===== config.mk =====
export PLATFORM = sky130hd
export DESIGN_NAME = tlul_sram_adapter
export DESIGN_NICKNAME = d
export VERILOG_FILES = /design/src/design/tlul_pkg.sv /design/src/design/fifo_sync.sv /design/src/design/tlul_sram_adapter.sv
export SDC_FILE = /design/constraint.sdc
export NUM_CORES = 1
export LEC_CHECK = 0
export BUFFER_PORTS_ARGS = -buffer_cell sky130_fd_sc_hd__buf_2
export CAP_MARGIN = 10
export CORE_AREA = 2 2 133 135
export CTS_BUF_LIST = sky130_fd_sc_hd__clkbuf_4 sky130_fd_sc_hd__clkbuf_8
export DETAILED_ROUTE_END_ITERATION = 7
export DIE_AREA = 0 0 135 137
export PLACE_DENSITY = 0.68
export SLEW_MARGIN = 20
export SYNTH_ARGS = -nofsm -noshare
export SYNTH_HDL_FRONTEND = slang
export SYNTH_SLANG_ARGS = --single-unit
export TNS_END_PERCENT = 50

===== constraint.sdc =====
create_clock -name clock -period 3.3 [get_ports clock]
set_input_delay 0.495 -clock clock [delete_from_list [all_inputs] [get_ports clock]]
set_output_delay 0.495 -clock clock [all_outputs]
set_load 0.02 [all_outputs]

===== src/design/tlul_pkg.sv =====
// shared TL-UL widths and SRAM geometry; only Get/PutFullData/PutPartialData are recognized
`default_nettype none

package tlul_pkg;

  // TL-UL bus widths
  localparam int TL_DW  = 32;
  localparam int TL_AW  = 32;
  // bytes per bus word
  localparam int TL_DBW = TL_DW / 8;
  localparam int TL_SZW = 2;
  localparam int TL_AIW = 8;

  // memory geometry, 64-bit words
  localparam int SRAM_DW       = 64;
  localparam int SRAM_AW       = 10;
  localparam int SRAM_WORDS    = 1 << SRAM_AW;
  // address bit 3 and up select the memory word
  localparam int SRAM_BYTE_LSB = 3;
  // one bit picks the upper or lower 32-bit half
  localparam int LANE_W        = 1;

  // requests in flight before a_ready drops
  localparam int OUTSTANDING = 2;
  // 0 forces every write to be a full word
  localparam bit BYTE_ACCESS = 1'b1;

  // request queue entry is {op, error, size, source}
  localparam int REQ_FIFO_W  = 1 + 1 + TL_SZW + TL_AIW;
  // lane queue entry is {mask, lane}
  localparam int LANE_FIFO_W = TL_DBW + LANE_W;
  // response queue holds one masked bus word
  localparam int RSP_FIFO_W  = TL_DW;

  // A channel opcodes
  typedef enum logic [2:0] {
    PutFullData    = 3'h0,
    PutPartialData = 3'h1,
    Get            = 3'h4
  } tl_a_op_e;

  // D channel opcodes
  typedef enum logic [2:0] {
    AccessAck     = 3'h0,
    AccessAckData = 3'h1
  } tl_d_op_e;

  // adapter view of a queued request
  // errored non-Get requests are treated as writes so they answer with AccessAck
  typedef enum logic [0:0] {
    OpWrite = 1'b0,
    OpRead  = 1'b1
  } req_op_e;

endpackage

`default_nettype wire


===== src/design/fifo_sync.sv =====
// circular FIFO with a count; Pass=1 forwards input when empty, and no reset on storage
`timescale 1ns/1ps
`default_nettype none

module fifo_sync #(
  parameter int Width = 8,
  parameter int Depth = 2,
  parameter bit Pass  = 1'b0
) (
  input  wire logic             clock,
  input  wire logic             rst_n_i,
  input  wire logic             wvalid_i,
  output logic                  wready_o,
  input  wire logic [Width-1:0] wdata_i,
  output logic                  rvalid_o,
  input  wire logic             rready_i,
  output logic      [Width-1:0] rdata_o
);

  // depth of one still needs a one-bit pointer
  localparam int PtrW = (Depth > 1) ? $clog2(Depth) : 1;
  localparam int CntW = $clog2(Depth + 1);

  logic [Width-1:0] mem [Depth];
  logic [PtrW-1:0]  wptr;
  logic [PtrW-1:0]  rptr;
  logic [CntW-1:0]  count;
  logic             empty;
  logic             full;
  logic             bypass;
  logic             push;
  logic             pop;

  assign empty = (count == '0);
  assign full  = (count == CntW'(Depth));

  // consumer takes the incoming word straight through, nothing stored
  assign bypass = Pass && empty && wvalid_i && rready_i;

  assign push = wvalid_i && !full && !bypass;
  assign pop  = rready_i && !empty;

  assign wready_o = !full;
  assign rvalid_o = !empty || (Pass && wvalid_i);
  // head of storage unless pass-through is active
  assign rdata_o  = (Pass && empty) ? wdata_i : mem[rptr];

  always_ff @(posedge clock) begin
    if (push) begin
      mem[wptr] <= wdata_i;
    end
  end

  always_ff @(posedge clock or negedge rst_n_i) begin
    if (!rst_n_i) begin
      wptr  <= '0;
      rptr  <= '0;
      count <= '0;
    end else begin
      if (push) begin
        // wrap at Depth, not at the pointer width
        wptr <= (wptr == PtrW'(Depth - 1)) ? '0 : wptr + 1'b1;
      end
      if (pop) begin
        rptr <= (rptr == PtrW'(Depth - 1)) ? '0 : rptr + 1'b1;
      end
      case ({push, pop})
        2'b10:   count <= count + 1'b1;
        2'b01:   count <= count - 1'b1;
        default: count <= count;
      endcase
    end
  end

  // producers must check wready, the SRAM read return has no back-pressure
  a_no_push_full : assert property (@(posedge clock) disable iff (!rst_n_i)
    wvalid_i |-> !full);

  // consumers only pop what is offered
  a_no_pop_empty : assert property (@(posedge clock) disable iff (!rst_n_i)
    rready_i |-> rvalid_o);

endmodule

`default_nettype wire


===== src/design/tlul_sram_adapter.sv =====
// TL-UL to 64-bit SRAM bridge; no base address so addresses alias, no read error path
`timescale 1ns/1ps
`default_nettype none

module tlul_sram_adapter (
  input  wire logic                           clock,
  input  wire logic                           rst_n_i,

  // A channel
  input  wire logic                           a_valid_i,
  output logic                                a_ready_o,
  input  wire tlul_pkg::tl_a_op_e             a_opcode_i,
  input  wire logic [tlul_pkg::TL_SZW-1:0]    a_size_i,
  input  wire logic [tlul_pkg::TL_AIW-1:0]    a_source_i,
  input  wire logic [tlul_pkg::TL_AW-1:0]     a_address_i,
  input  wire logic [tlul_pkg::TL_DBW-1:0]    a_mask_i,
  input  wire logic [tlul_pkg::TL_DW-1:0]     a_data_i,

  // D channel
  output logic                                d_valid_o,
  input  wire logic                           d_ready_i,
  output tlul_pkg::tl_d_op_e                  d_opcode_o,
  output logic      [tlul_pkg::TL_SZW-1:0]    d_size_o,
  output logic      [tlul_pkg::TL_AIW-1:0]    d_source_o,
  output logic      [tlul_pkg::TL_DW-1:0]     d_data_o,
  output logic                                d_error_o,

  // from the request checker
  input  wire logic                           req_err_i,
  input  wire logic                           req_is_read_i,

  // SRAM strobes
  output logic                                req_o,
  output logic                                we_o,
  output logic      [tlul_pkg::SRAM_AW-1:0]   addr_o,
  output logic      [tlul_pkg::SRAM_DW-1:0]   wdata_o,
  output logic      [tlul_pkg::SRAM_DW-1:0]   wmask_o,
  input  wire logic                           gnt_i,
  input  wire logic                           rvalid_i,
  input  wire logic [tlul_pkg::SRAM_DW-1:0]   rdata_i
);

  import tlul_pkg::*;

  logic                   a_ack;
  logic                   d_ack;
  logic                   sram_ack;
  logic [LANE_W-1:0]      a_lane;

  logic                   reqfifo_wready;
  logic                   reqfifo_rvalid;
  logic                   reqfifo_rready;
  logic [REQ_FIFO_W-1:0]  reqfifo_wdata;
  logic [REQ_FIFO_W-1:0]  reqfifo_rdata;

  logic                   lanefifo_wvalid;
  logic                   lanefifo_wready;
  logic                   lanefifo_rvalid;
  logic [LANE_FIFO_W-1:0] lanefifo_wdata;
  logic [LANE_FIFO_W-1:0] lanefifo_rdata;

  logic                   rspfifo_wvalid;
  logic                   rspfifo_rvalid;
  logic                   rspfifo_rready;
  logic [RSP_FIFO_W-1:0]  rspfifo_wdata;
  logic [RSP_FIFO_W-1:0]  rspfifo_rdata;

  // head of the request queue, split back into fields
  req_op_e                head_op;
  logic                   head_err;
  logic [LANE_W-1:0]      head_lane;
  logic [TL_DBW-1:0]      head_mask;
  logic [TL_DW-1:0]       rd_word;

  assign a_ack    = a_valid_i && a_ready_o;
  assign d_ack    = d_valid_o && d_ready_i;
  assign sram_ack = req_o && gnt_i;

  // needs queue room, plus a grant unless the request is dropped as an error
  assign a_ready_o = (gnt_i || req_err_i) && reqfifo_wready && lanefifo_wready;

  // flagged requests never touch memory
  assign req_o  = a_valid_i && reqfifo_wready && lanefifo_wready && !req_err_i;
  assign we_o   = a_valid_i && (a_opcode_i inside {PutFullData, PutPartialData});
  assign addr_o = a_address_i[SRAM_BYTE_LSB +: SRAM_AW];

  // address bit 2 picks the 32-bit half
  assign a_lane = a_address_i[SRAM_BYTE_LSB-LANE_W +: LANE_W];

  // byte mask widened to bits, data only in enabled bytes
  always_comb begin
    wmask_o = '0;
    wdata_o = '0;
    for (int i = 0; i < TL_DBW; i++) begin
      wmask_o[TL_DW*a_lane + 8*i +: 8] = {8{a_mask_i[i]}};
      wdata_o[TL_DW*a_lane + 8*i +: 8] = a_mask_i[i] ? a_data_i[8*i +: 8] : 8'h00;
    end
  end

  // every accepted request is queued, errors included
  assign reqfifo_wdata  = {(req_is_read_i ? OpRead : OpWrite), req_err_i, a_size_i, a_source_i};
  assign reqfifo_rready = d_ack;

  assign head_op  = req_op_e'(reqfifo_rdata[REQ_FIFO_W-1]);
  assign head_err = reqfifo_rdata[REQ_FIFO_W-2];

  // lane and mask for reads still waiting on memory
  assign lanefifo_wvalid = sram_ack && !we_o;
  assign lanefifo_wdata  = {a_mask_i, a_lane};
  assign head_mask       = lanefifo_rdata[LANE_W +: TL_DBW];
  assign head_lane       = lanefifo_rdata[LANE_W-1:0];

  // read return: pick the half, zero the bytes outside the mask
  assign rd_word = rdata_i[TL_DW*head_lane +: TL_DW];
  always_comb begin
    rspfifo_wdata = '0;
    for (int i = 0; i < TL_DBW; i++) begin
      rspfifo_wdata[8*i +: 8] = head_mask[i] ? rd_word[8*i +: 8] : 8'h00;
    end
  end

  assign rspfifo_wvalid = rvalid_i && lanefifo_rvalid;
  // only a clean read at the head consumes return data
  assign rspfifo_rready = d_ack && (head_op == OpRead) && !head_err;

  // writes and errors answer at once, reads wait for data
  always_comb begin
    d_valid_o = 1'b0;
    if (reqfifo_rvalid) begin
      if (head_err || head_op == OpWrite) begin
        d_valid_o = 1'b1;
      end else begin
        d_valid_o = rspfifo_rvalid;
      end
    end
  end

  assign d_opcode_o = (head_op == OpRead) ? AccessAckData : AccessAck;
  assign d_size_o   = reqfifo_rdata[TL_AIW +: TL_SZW];
  assign d_source_o = reqfifo_rdata[TL_AIW-1:0];
  assign d_error_o  = d_valid_o && head_err;
  // errored Get returns zero, not data of a later read
  assign d_data_o   = (d_valid_o && head_op == OpRead && !head_err) ? rspfifo_rdata : '0;

  // request queue, popped on the D handshake
  fifo_sync #(
    .Width (REQ_FIFO_W),
    .Depth (OUTSTANDING),
    .Pass  (1'b0)
  ) u_reqfifo (
    .clock    (clock),
    .rst_n_i  (rst_n_i),
    .wvalid_i (a_ack),
    .wready_o (reqfifo_wready),
    .wdata_i  (reqfifo_wdata),
    .rvalid_o (reqfifo_rvalid),
    .rready_i (reqfifo_rready),
    .rdata_o  (reqfifo_rdata)
  );

  // lane queue, popped when read data returns
  fifo_sync #(
    .Width (LANE_FIFO_W),
    .Depth (OUTSTANDING),
    .Pass  (1'b0)
  ) u_lanefifo (
    .clock    (clock),
    .rst_n_i  (rst_n_i),
    .wvalid_i (lanefifo_wvalid),
    .wready_o (lanefifo_wready),
    .wdata_i  (lanefifo_wdata),
    .rvalid_o (lanefifo_rvalid),
    .rready_i (rvalid_i),
    .rdata_o  (lanefifo_rdata)
  );

  // holds read data while D is stalled, memory cannot be back-pressured
  fifo_sync #(
    .Width (RSP_FIFO_W),
    .Depth (OUTSTANDING),
    .Pass  (1'b1)
  ) u_rspfifo (
    .clock    (clock),
    .rst_n_i  (rst_n_i),
    .wvalid_i (rspfifo_wvalid),
    .wready_o (),
    .wdata_i  (rspfifo_wdata),
    .rvalid_o (rspfifo_rvalid),
    .rready_i (rspfifo_rready),
    .rdata_o  (rspfifo_rdata)
  );

  // response stays offered until the host takes it
  a_d_valid_hold : assert property (@(posedge clock) disable iff (!rst_n_i)
    d_valid_o && !d_ready_i |=> d_valid_o);

endmodule

`default_nettype wire


==> out/results.tsv, run 1 <==
metric	value	unit
RSZ-0062 raised after global routing	no	
DRT Wirelength	15700	um
power per cell area	704	mW/mm2
top-count cell post-synth	edfxtp_1	
Startpoint Class	flop	
vias per cell	4.72	
Skew-Pair Late Insertion Delay	0.38	ns
CTS tree	built	
Die Ht	137	um
top post-synthesis cells by area	edfxtp_1 47%, buf_4 8.3%, a211oi_1 7.7%, dfrtp_1 4.8%, nand2_1 4.0%	
FP Rows	48	
Area Overhead vs Synth	23.2	%
first-pass GRT wire length	23100	um
DRT iter0 DRCs	204	
DRC errors left	0	
flops & latches, synth	110	
Initial Util	36.6	%
met2 Use GR	29.6	%
Hold Fails Final Rpt	0	
critical setup path kind	flop to primary output	
boundary pin count	341	
crit-path max cell delay	0.67	ns
HP Class	input pin to flop	
met3 Resource Use GR	3.33	%
Slew headroom	31.2	%
gr ovfl total	0	
Post-Route Utilization	45.0	%
Chip Width	135	um
I/O Buffers	296	
top_reg_cell synth	edfxtp_1	
CTS Buffer Depth	2	
Detailed Place HPWL	11800	um
CP arrival	2.52	ns
CP required	2.80	ns
Synth area leader	edfxtp_1	
global routing usage on met1	19.1	%
final worst path period need	3.01	ns
DR pass1 iterations	4	
period utilization	91.2	%
GRT Util Overall	16.3	%
Post-synth EDFFs	98	
Inserted Clock Buffers	9	
routability cong.	0.811	
layout cells sized above 1	43.0	%
largest net degree at the start of global routing	48	
critical path's slowest cell	mux2_2	
vias in the first global route	4483	
total of max-cap violations	0	
Syn Inst Count	584	
Yosys warnings	0	
hold_ws	0.300	ns
H-tree Lvls	3	
Setup violations, final	0	
Final TNS setup	0	ns
Synth async-reset ratio	10.9	%
Max Slew Vio Count	0	
antenna-violating nets left	0	
worst-path cell chain	mux2_2 > nand2_1 > a21o_1 > a211oi_1 > buf_2	
setup bufs post-CTS	0	
Fmax	0.332	GHz
Top delay family on crit path	multiplexers	
post-synth top area share	47.2	%
sequential share of the synthesized area	52.0	%
Tot Pwr	0.00541	W
top cells by count, synth	98 x edfxtp_1, 69 x buf_4, 66 x nand2_1	
most used routing layer	met2	
worst-margin pin slew	1.00	ns
core area	0.0171	mm2
Distinct cells, synth	38	
clock sinks	110	
leakage power	3.80	nW
nets@finish	960	
initial antenna violation count	1	
Routed WL per cell	15.2	um
Peak supply drop	0.399	mV
Post-Syn Area	0.00624	mm2
CTS root buffer	clkbuf_8	
worst-path maximum fanout	32	
Final Skew	0.0128	ns
syn avg cell area	10.7	um2
status	complete, no violations	
Vias	4881	
CP Buf/Inv Count	1	
Worst Setup End Kind	primary output	
Clock transition at path regs	0.10	ns
Die Footprint	0.0185	mm2
-- flip-flops by register name (all words and copies together) (netlist names) --
register          count
u_rspfifo.rptr        1
u_reqfifo.mem        24
u_reqfifo.rptr        1
u_lanefifo.count      2
u_reqfifo.count       2
u_rspfifo.count       2
u_rspfifo.mem        64
u_rspfifo.wptr        1
u_lanefifo.rptr       1
u_reqfifo.wptr        1
u_lanefifo.wptr       1
u_lanefifo.mem       10
-- worst reg2reg max path: stages, from the launching register on --
cell	delay, ns
edfxtp_1	0.40
or3b_1	0.41
and2_4	0.19
o41ai_4	0.44
ha_1	0.36
nor2_1	0.14
xor2_1	0.16
-- placed cells by master (no fill, tap or decap), drive strengths merged, types with 5 or more instances in the layout --
cell type	n
edfxtp	98
dfrtp	12
nor2	10
xnor2	10
mux2i	6
nor2b	37
and3	33
nand2	66
a211oi	64
inv	42
buf	309
a21o	32
clkbuf	10
and2	37
mux2	12
xor2	5
-- routing by layer --
layer / routed length [um] / up-vias
met5: 11 / -
met1: 6500 / 2260
met4: 320 / 2
met2: 7890 / 186
met3: 965 / 20
li1: - / 2413
-- worst paths after layout --
| check | slack [ns] | startpoint | endpoint | depth (start not counted) |
|---|---|---|---|---|
| max in group asynchronous | 2.52 | rst_n_i | u_rspfifo.rptr$_DFFE_PN0P_ | 2 |
| min in group asynchronous | 0.54 | rst_n_i | u_reqfifo.rptr$_DFFE_PN0P_ | 2 |
| worst max register to register | 1.15 | u_reqfifo.mem[0][10]$_DFFE_PP_ | u_rspfifo.count[1]$_DFFE_PN0P_ | 6 |
| worst max-delay path | 0.29 | u_lanefifo.rptr$_DFFE_PN0P_ | d_data_o[30] | 5 |
| worst min-delay path | 0.30 | a_source_i[3] | u_reqfifo.mem[0][3]$_DFFE_PP_ | 1 |
| worst min register to register | 0.50 | u_lanefifo.wptr$_DFFE_PN0P_ | u_lanefifo.wptr$_DFFE_PN0P_ | 1 |
-- layout make-up --
cell class                 instances  area, um2
clock buffer                      10        138
sequential                       110       3240
inverter                          39        146
timing repair buffer             310       1590
fill                            1706       9370
clock inverter                     6       51.3
tap                              225        282
multi-input combinational        334       2230
antenna                            1       2.50
-- logic make-up after synthesis --
group	count (synthesis)	share of synthesized area (%)
AOI/OAI and AO/OA	107	13.0
DFF	110	52.0
xor gates and xnor gates	15	2.11
other	1	0.0601
adders and majority gates	3	0.602
and+or+nand+nor	189	16.1
buffers and inverters	141	12.9
muxes	18	3.19
-- power by group --
group	leakage, nW	internal, W	switching [W]
Clock	0.0992	0.000308	0.000465
Combinational	2.65	0.000898	0.00152
Sequential	1.05	0.00197	0.000244
Total	3.80	0.00318	0.00223
-- through the flow --
| step | std cells | cell area (um2) | setup slack [ns] |
|---|---|---|---|
| after floorplan | 585 | 6240 | 0.509 |
| after global placement | 1017 | 7470 | 0.705 |
| after detailed placement | 1017 | 7470 | 0.737 |
| after CTS | 1034 | 7670 | 0.303 |
| after global routing | 1034 | 7680 | 0.103 |
| final | 1035 | 7680 | 0.289 |
-- timing repair --
item                                   CTS  global route
hold buffers                             1             0
endpoints found under the hold margin   12             0
setup endpoints to repair                0             0
gates resized for setup                  0             0
(Power assumes the default switching activity.)
==> inputs of run 2 (changes only) <==
Settings changed: CELL_PAD_IN_SITES_DETAIL_PLACEMENT set to 1, CELL_PAD_IN_SITES_GLOBAL_PLACEMENT set to 1, CORE_AREA 2 2 133 135 to not set, CORE_ASPECT_RATIO set to 0.8, CORE_MARGIN set to 2, CORE_UTILIZATION set to 34, DIE_AREA 0 0 135 137 to not set, PLACE_DENSITY 0.68 to not set, PLACE_DENSITY_LB_ADDON set to 0.1.
==> out/results.tsv, run 2 (same netlist as run 1, synthesis figures left out) <==
metric	value	unit	change
status	complete, no violations		
DR pass1 iterations	4		unchanged
DRT iter0 DRCs	182		-11%
Detailed Place HPWL	12600	um	+6.9%
critical path's slowest cell	dfrtp_1		
CP Buf/Inv Count	2		+1
Routed WL per cell	16.8	um	+11%
Final TNS setup	0	ns	unchanged
clock power share	14.3	%	about the same
Inserted Clock Buffers	9		unchanged
HP Class	input pin to flop		
Die Footprint	0.0195	mm2	+5.2%
Vias	4888		+0.14%
worst-path cell chain	mux2i_4 > buf_4 > nand2_1 > a21o_1 > a211oi_1 > buf_2		
Die Ht	125	um	-8.6%
FILL cells	2111		+24%
Worst Setup End Kind	primary output		
Skew-Pair Late Insertion Delay	0.38	ns	about the same
antenna-violating nets left	0		unchanged
Clock transition at path regs	0.11	ns	about the same
layout cells sized above 1	42.9	%	-0.14 points
Initial Util	34.5	%	-2.0 points
core area	0.0181	mm2	+5.9%
switching power	0.00232	W	+3.8%
Hold Fails Final Rpt	0		unchanged
Top delay family on crit path	flip-flops		
power per cell area	715	mW/mm2	+1.4%
CTS root buffer	clkbuf_8		
switching share of power	42.3	%	+1.0 points
final worst path period need	3.05	ns	+0.0346 ns
diodes inserted	0		-1
period utilization	92.3	%	+1.0 points
first-pass GRT wire length	27300	um	+18%
most common cell after layout, fill and taps aside	buf_2		
total of max-cap violations	0		unchanged
CP arrival	2.55	ns	+0.03 ns
I/O Buffers	296		unchanged
Fmax	0.328	GHz	-1.1%
hold_ws	0.288	ns	-0.0118 ns
routability cong.	0.756		-6.7%
clock sinks	110		unchanged
vias in the first global route	5105		+14%
Top Registers	u_rspfifo.mem (64), u_reqfifo.mem (24), u_lanefifo.mem (10)		
Area Overhead vs Synth	23.0	%	
critical setup path kind	flop to primary output		
gr ovfl total	0		unchanged
Final Skew	0.00826	ns	-0.00456 ns
CTS tree	built		
Startpoint Class	flop		
nets@finish	958		-0.21%
Power Internal	0.00317	W	-0.46%
Chip Width	155	um	+15%
DRC errors left	0		unchanged
setup bufs post-CTS	0		unchanged
Slew headroom	43.0	%	+12 points
worst-margin pin slew	0.853	ns	-0.150 ns
DRT Wirelength	17400	um	+11%
Peak supply drop	0.386	mV	-3.1%
boundary pin count	341		unchanged
largest net degree at the start of global routing	66		+38%
max reg flops	64		unchanged
CTS Buffer Depth	2		unchanged
commonest non-fill, non-tap cells in the layout	296 x buf_2, 98 x edfxtp_1, 66 x nand2_1		
FP Rows	44		-8.3%
worst-path maximum fanout	32		unchanged
CP required	2.80	ns	about the same
vias per cell	4.71		about the same
Reg power frac	41.4	%	+0.4 points
Setup violations, final	0		unchanged
initial antenna violation count	0		-1
RSZ-0062 raised after global routing	no		
leakage power	3.79	nW	-0.27%
H-tree Lvls	3		unchanged
crit-path max cell delay	0.66	ns	about the same
Max Slew Vio Count	0		unchanged
Top reg by flops	u_rspfifo.mem		
GRT Util Overall	17.7	%	+1.4 points
Gate power share	44.3	%	-0.4 points
## run 2: stage by stage
step	worst slack (ns)	area, um2	power, W	utilization [%]	instances
floorplan	0.509	6240	0.00400	-	585
global placement	0.625	7470	0.00468	41.3	1020
detailed placement	0.542	7470	0.00479	41.4	1020
CTS	0.100	7670	0.00559	42.5	1037
global route	0.0345	7670	0.00590	42.5	1037
finish	0.254	7670	0.00548	42.5	1037
## run 2: repair_timing
item | in CTS | in global routing
endpoints found under the hold margin | 12 | 0
setup endpoints to repair | 0 | 4
resized for setup | 0 | 1
hold buffers | 1 | 0
## run 2: final timing paths
kind | endpoint | slack [ns] | cells after the start | start
max | d_data_o[26] | 0.25 | 6 | u_lanefifo.rptr$_DFFE_PN0P_
min | u_reqfifo.mem[0][4]$_DFFE_PP_ | 0.29 | 1 | a_source_i[4]
max reg2reg | u_rspfifo.count[1]$_DFFE_PN0P_ | 0.99 | 7 | u_reqfifo.rptr$_DFFE_PN0P_
min reg2reg | u_lanefifo.wptr$_DFFE_PN0P_ | 0.51 | 1 | u_lanefifo.wptr$_DFFE_PN0P_
max in group asynchronous | u_rspfifo.rptr$_DFFE_PN0P_ | 2.52 | 2 | rst_n_i
min in group asynchronous | u_reqfifo.wptr$_DFFE_PN0P_ | 0.52 | 2 | rst_n_i
## run 2: area by class of cell
cell class	instances	area [um2]	share of cell area [%]
Clock buffer	9	124	1.61
Multi-Input combinational cell	334	2230	29.1
Sequential cell	110	3250	42.3
Tap cell	230	288	3.75
Timing Repair Buffer	308	1570	20.5
Inverter	39	146	1.91
Clock inverter	7	61.3	0.799
## run 2: power groups by stage
stage / Sequential, W / Clock [W] / Combinational [W]
after global routing: 0.00233 / 0.000871 / 0.00270
after detailed placement: 0.00231 / 0 / 0.00248
final: 0.00227 / 0.000782 / 0.00243
after CTS: 0.00227 / 0.000824 / 0.00249
after floorplan: 0.00212 / 0 / 0.00188
after global placement: 0.00227 / 0 / 0.00240
## run 2: worst register-to-register path, cell delays in order (launching register included)
cell and delay [ns]:
dfrtp_1 0.37, buf_4 0.19, or3b_1 0.40, and2_4 0.19
o41ai_4 0.44, ha_1 0.36, nor2_1 0.14, xor2_1 0.15
## run 2: metal layers
layer | track usage, % | part of all wire, %
met1 | 22.3 | 44
met4 | 5.29 | 1.7
met2 | 31.1 | 50
met5 | 0 | 0
met3 | 3.26 | 4.7
==> inputs of run 3 (changes only) <==
==> constraint.sdc (replaced) <==
create_clock -name clock -period 3.3 [get_ports clock]
set_input_delay 0.165 -clock clock [delete_from_list [all_inputs] [get_ports clock]]
set_output_delay 0.165 -clock clock [all_outputs]
set_load 0.02 [all_outputs]
==> out/results.tsv, run 3 (same netlist as run 1, synthesis figures left out) <==
metric	value	unit	change
initial antenna violation count	0		unchanged
nets@finish	970		+1.3%
hold path startpoint	a_mask_i[2]		
FILL cells	2093		-0.85%
power per cell area	704	mW/mm2	-1.5%
Placement Cell Area	0.00749	mm2	+0.17%
CTS root buffer	clkbuf_8		
CTS tree	built		
max reg flops	64		unchanged
Chip Width	155	um	unchanged
worst-margin pin slew	0.923	ns	+0.0698 ns
diodes inserted	0		unchanged
hold_ws	0.105	ns	-0.184 ns
Vias	4966		+1.6%
RSZ-0062 raised after global routing	no		
Peak supply drop	0.407	mV	+5.4%
vias per cell	4.73		+0.43%
Top Registers	u_rspfifo.mem (64), u_reqfifo.mem (24), u_lanefifo.mem (10)		
Initial Util	34.5	%	unchanged
worst setup path end	d_data_o[31]		
Detailed Place HPWL	12600	um	+0.37%
r2r endpoint	u_rspfifo.count[1]$_DFFE_PN0P_		
GRT Util Overall	17.7	%	-0.033 points
period utilization	91.8	%	-0.46 points
clock sinks	110		unchanged
DR pass1 iterations	4		unchanged
FP Rows	44		unchanged
HP Class	input pin to flop		
Top reg by flops	u_rspfifo.mem		
total of max-cap violations	0		unchanged
gr ovfl total	0		unchanged
Inserted Clock Buffers	9		unchanged
Final Skew	0.0112	ns	+0.00293 ns
final worst path period need	3.03	ns	-0.0151 ns
largest net degree at the start of global routing	65		-1.5%
Worst Reg-to-Reg Cells	7		unchanged
Post-Route Utilization	43.2	%	+0.65 points
Final TNS setup	0	ns	unchanged
CP required	3.13	ns	+0.33 ns
Startpoint Class	flop		
routability cong.	0.768		+1.6%
core area	0.0181	mm2	unchanged
Hold Fails Final Rpt	0		unchanged
setup bufs post-CTS	0		unchanged
Die Footprint	0.0195	mm2	unchanged
Fmax	0.330	GHz	+0.50%
design area	0.00779	mm2	+1.5%
critical setup path kind	flop to primary output		
Area Overhead vs Synth	24.9	%	
Final Non-Filler Cells	1049		+1.2%
commonest non-fill, non-tap cells in the layout	296 x buf_2, 98 x edfxtp_1, 66 x nand2_1		
status	complete, no violations		
placed cells	1020		unchanged
I/O Buffers	296		unchanged
Skew-Pair Late Insertion Delay	0.38	ns	about the same
leakage power	3.83	nW	+1.0%
Critical R2R Launch	u_reqfifo.rptr$_DFFE_PN0P_		
Slew headroom	38.4	%	-4.7 points
Setup violations, final	0		unchanged
DRT Wirelength	17400	um	-0.18%
Max Slew Vio Count	0		unchanged
CTS Buffer Depth	2		unchanged
vias in the first global route	5181		+1.5%
hold_buf cts	13		+12
most common cell after layout, fill and taps aside	buf_2		
Routed WL per cell	16.6	um	-1.3%
post-cts resize count	0		unchanged
CP arrival	2.87	ns	+0.32 ns
H-tree Lvls	3		unchanged
DRC errors left	0		unchanged
layout cells sized above 1	42.1	%	-0.75 points
CP Launch Point	u_lanefifo.rptr$_DFFE_PN0P_		
boundary pin count	341		unchanged
Clock transition at path regs	0.10	ns	about the same
worst-path maximum fanout	22		-31%
Worst Setup End Kind	primary output		
flop2flop setup slack	0.99	ns	about the same
DRT iter0 DRCs	151		-17%
first-pass GRT wire length	27300	um	-0.13%
antenna-violating nets left	0		unchanged
Die Ht	125	um	unchanged
[run 3: changes by cell type in the layout (fill, tap and decap cells not counted), sizes merged]
cell and delta:
inv -3, dlygate4sd3 +12, clkinv +1, clkinvlp +1, clkbuf +1
[run 3: report_power, final]
part           total, W  switching (W)  internal, W
combinational   0.00253        0.00161     0.000926
sequential      0.00220       0.000226      0.00198
clock          0.000752       0.000465     0.000287
[run 3: layout make-up]
type                            count  area (um2)  area share, %
Inverter                           39         146           1.88
Tap cell                          230         288           3.69
Timing Repair Buffer              320        1710           21.9
Clock buffer                       10         131           1.69
Clock inverter                      6        45.0          0.578
Multi-Input combinational cell    334        2230           28.6
Sequential cell                   110        3240           41.6
[run 3: worst min path at each step]
stage	slack [ns]	endpoint	depth (start not counted)
finish	0.10	u_lanefifo.mem[0][3]$_DFFE_PP_	1
CTS	0.08	u_lanefifo.mem[0][3]$_DFFE_PP_	1
floorplan	-0.13	u_lanefifo.count[0]$_DFFE_PN0P_	0
global placement	0.07	u_reqfifo.wptr$_DFFE_PN0P_	1
global route	0.09	u_lanefifo.mem[0][3]$_DFFE_PP_	1
detailed placement	0.07	u_reqfifo.wptr$_DFFE_PN0P_	1
[run 3: critical path, cell delays in order (launching register included)]
cell and delay [ns]:
dfrtp_1 0.64, mux2i_4 0.75, buf_4 0.31, nand2_1 0.07
a21o_1 0.16, a211oi_1 0.32, buf_2 0.23
[run 3: stage by stage]
step                worst slack, ns  total power, W
floorplan                     0.579         0.00400
global placement              0.735         0.00471
detailed placement            0.658         0.00481
CTS                           0.208         0.00559
global route                 0.0768         0.00589
finish                        0.269         0.00549
[run 3: layer usage]
| layer | share of wire, % | global-route usage, % | vias to the layer above |
|---|---|---|---|
| met5 | 0 | 0 | - |
| met4 | 1.6 | 4.16 | 0 |
| met3 | 4.9 | 3.78 | 28 |
| met2 | 50 | 32.0 | 143 |
| met1 | 43 | 21.6 | 2374 |
| li1 | - | - | 2421 |
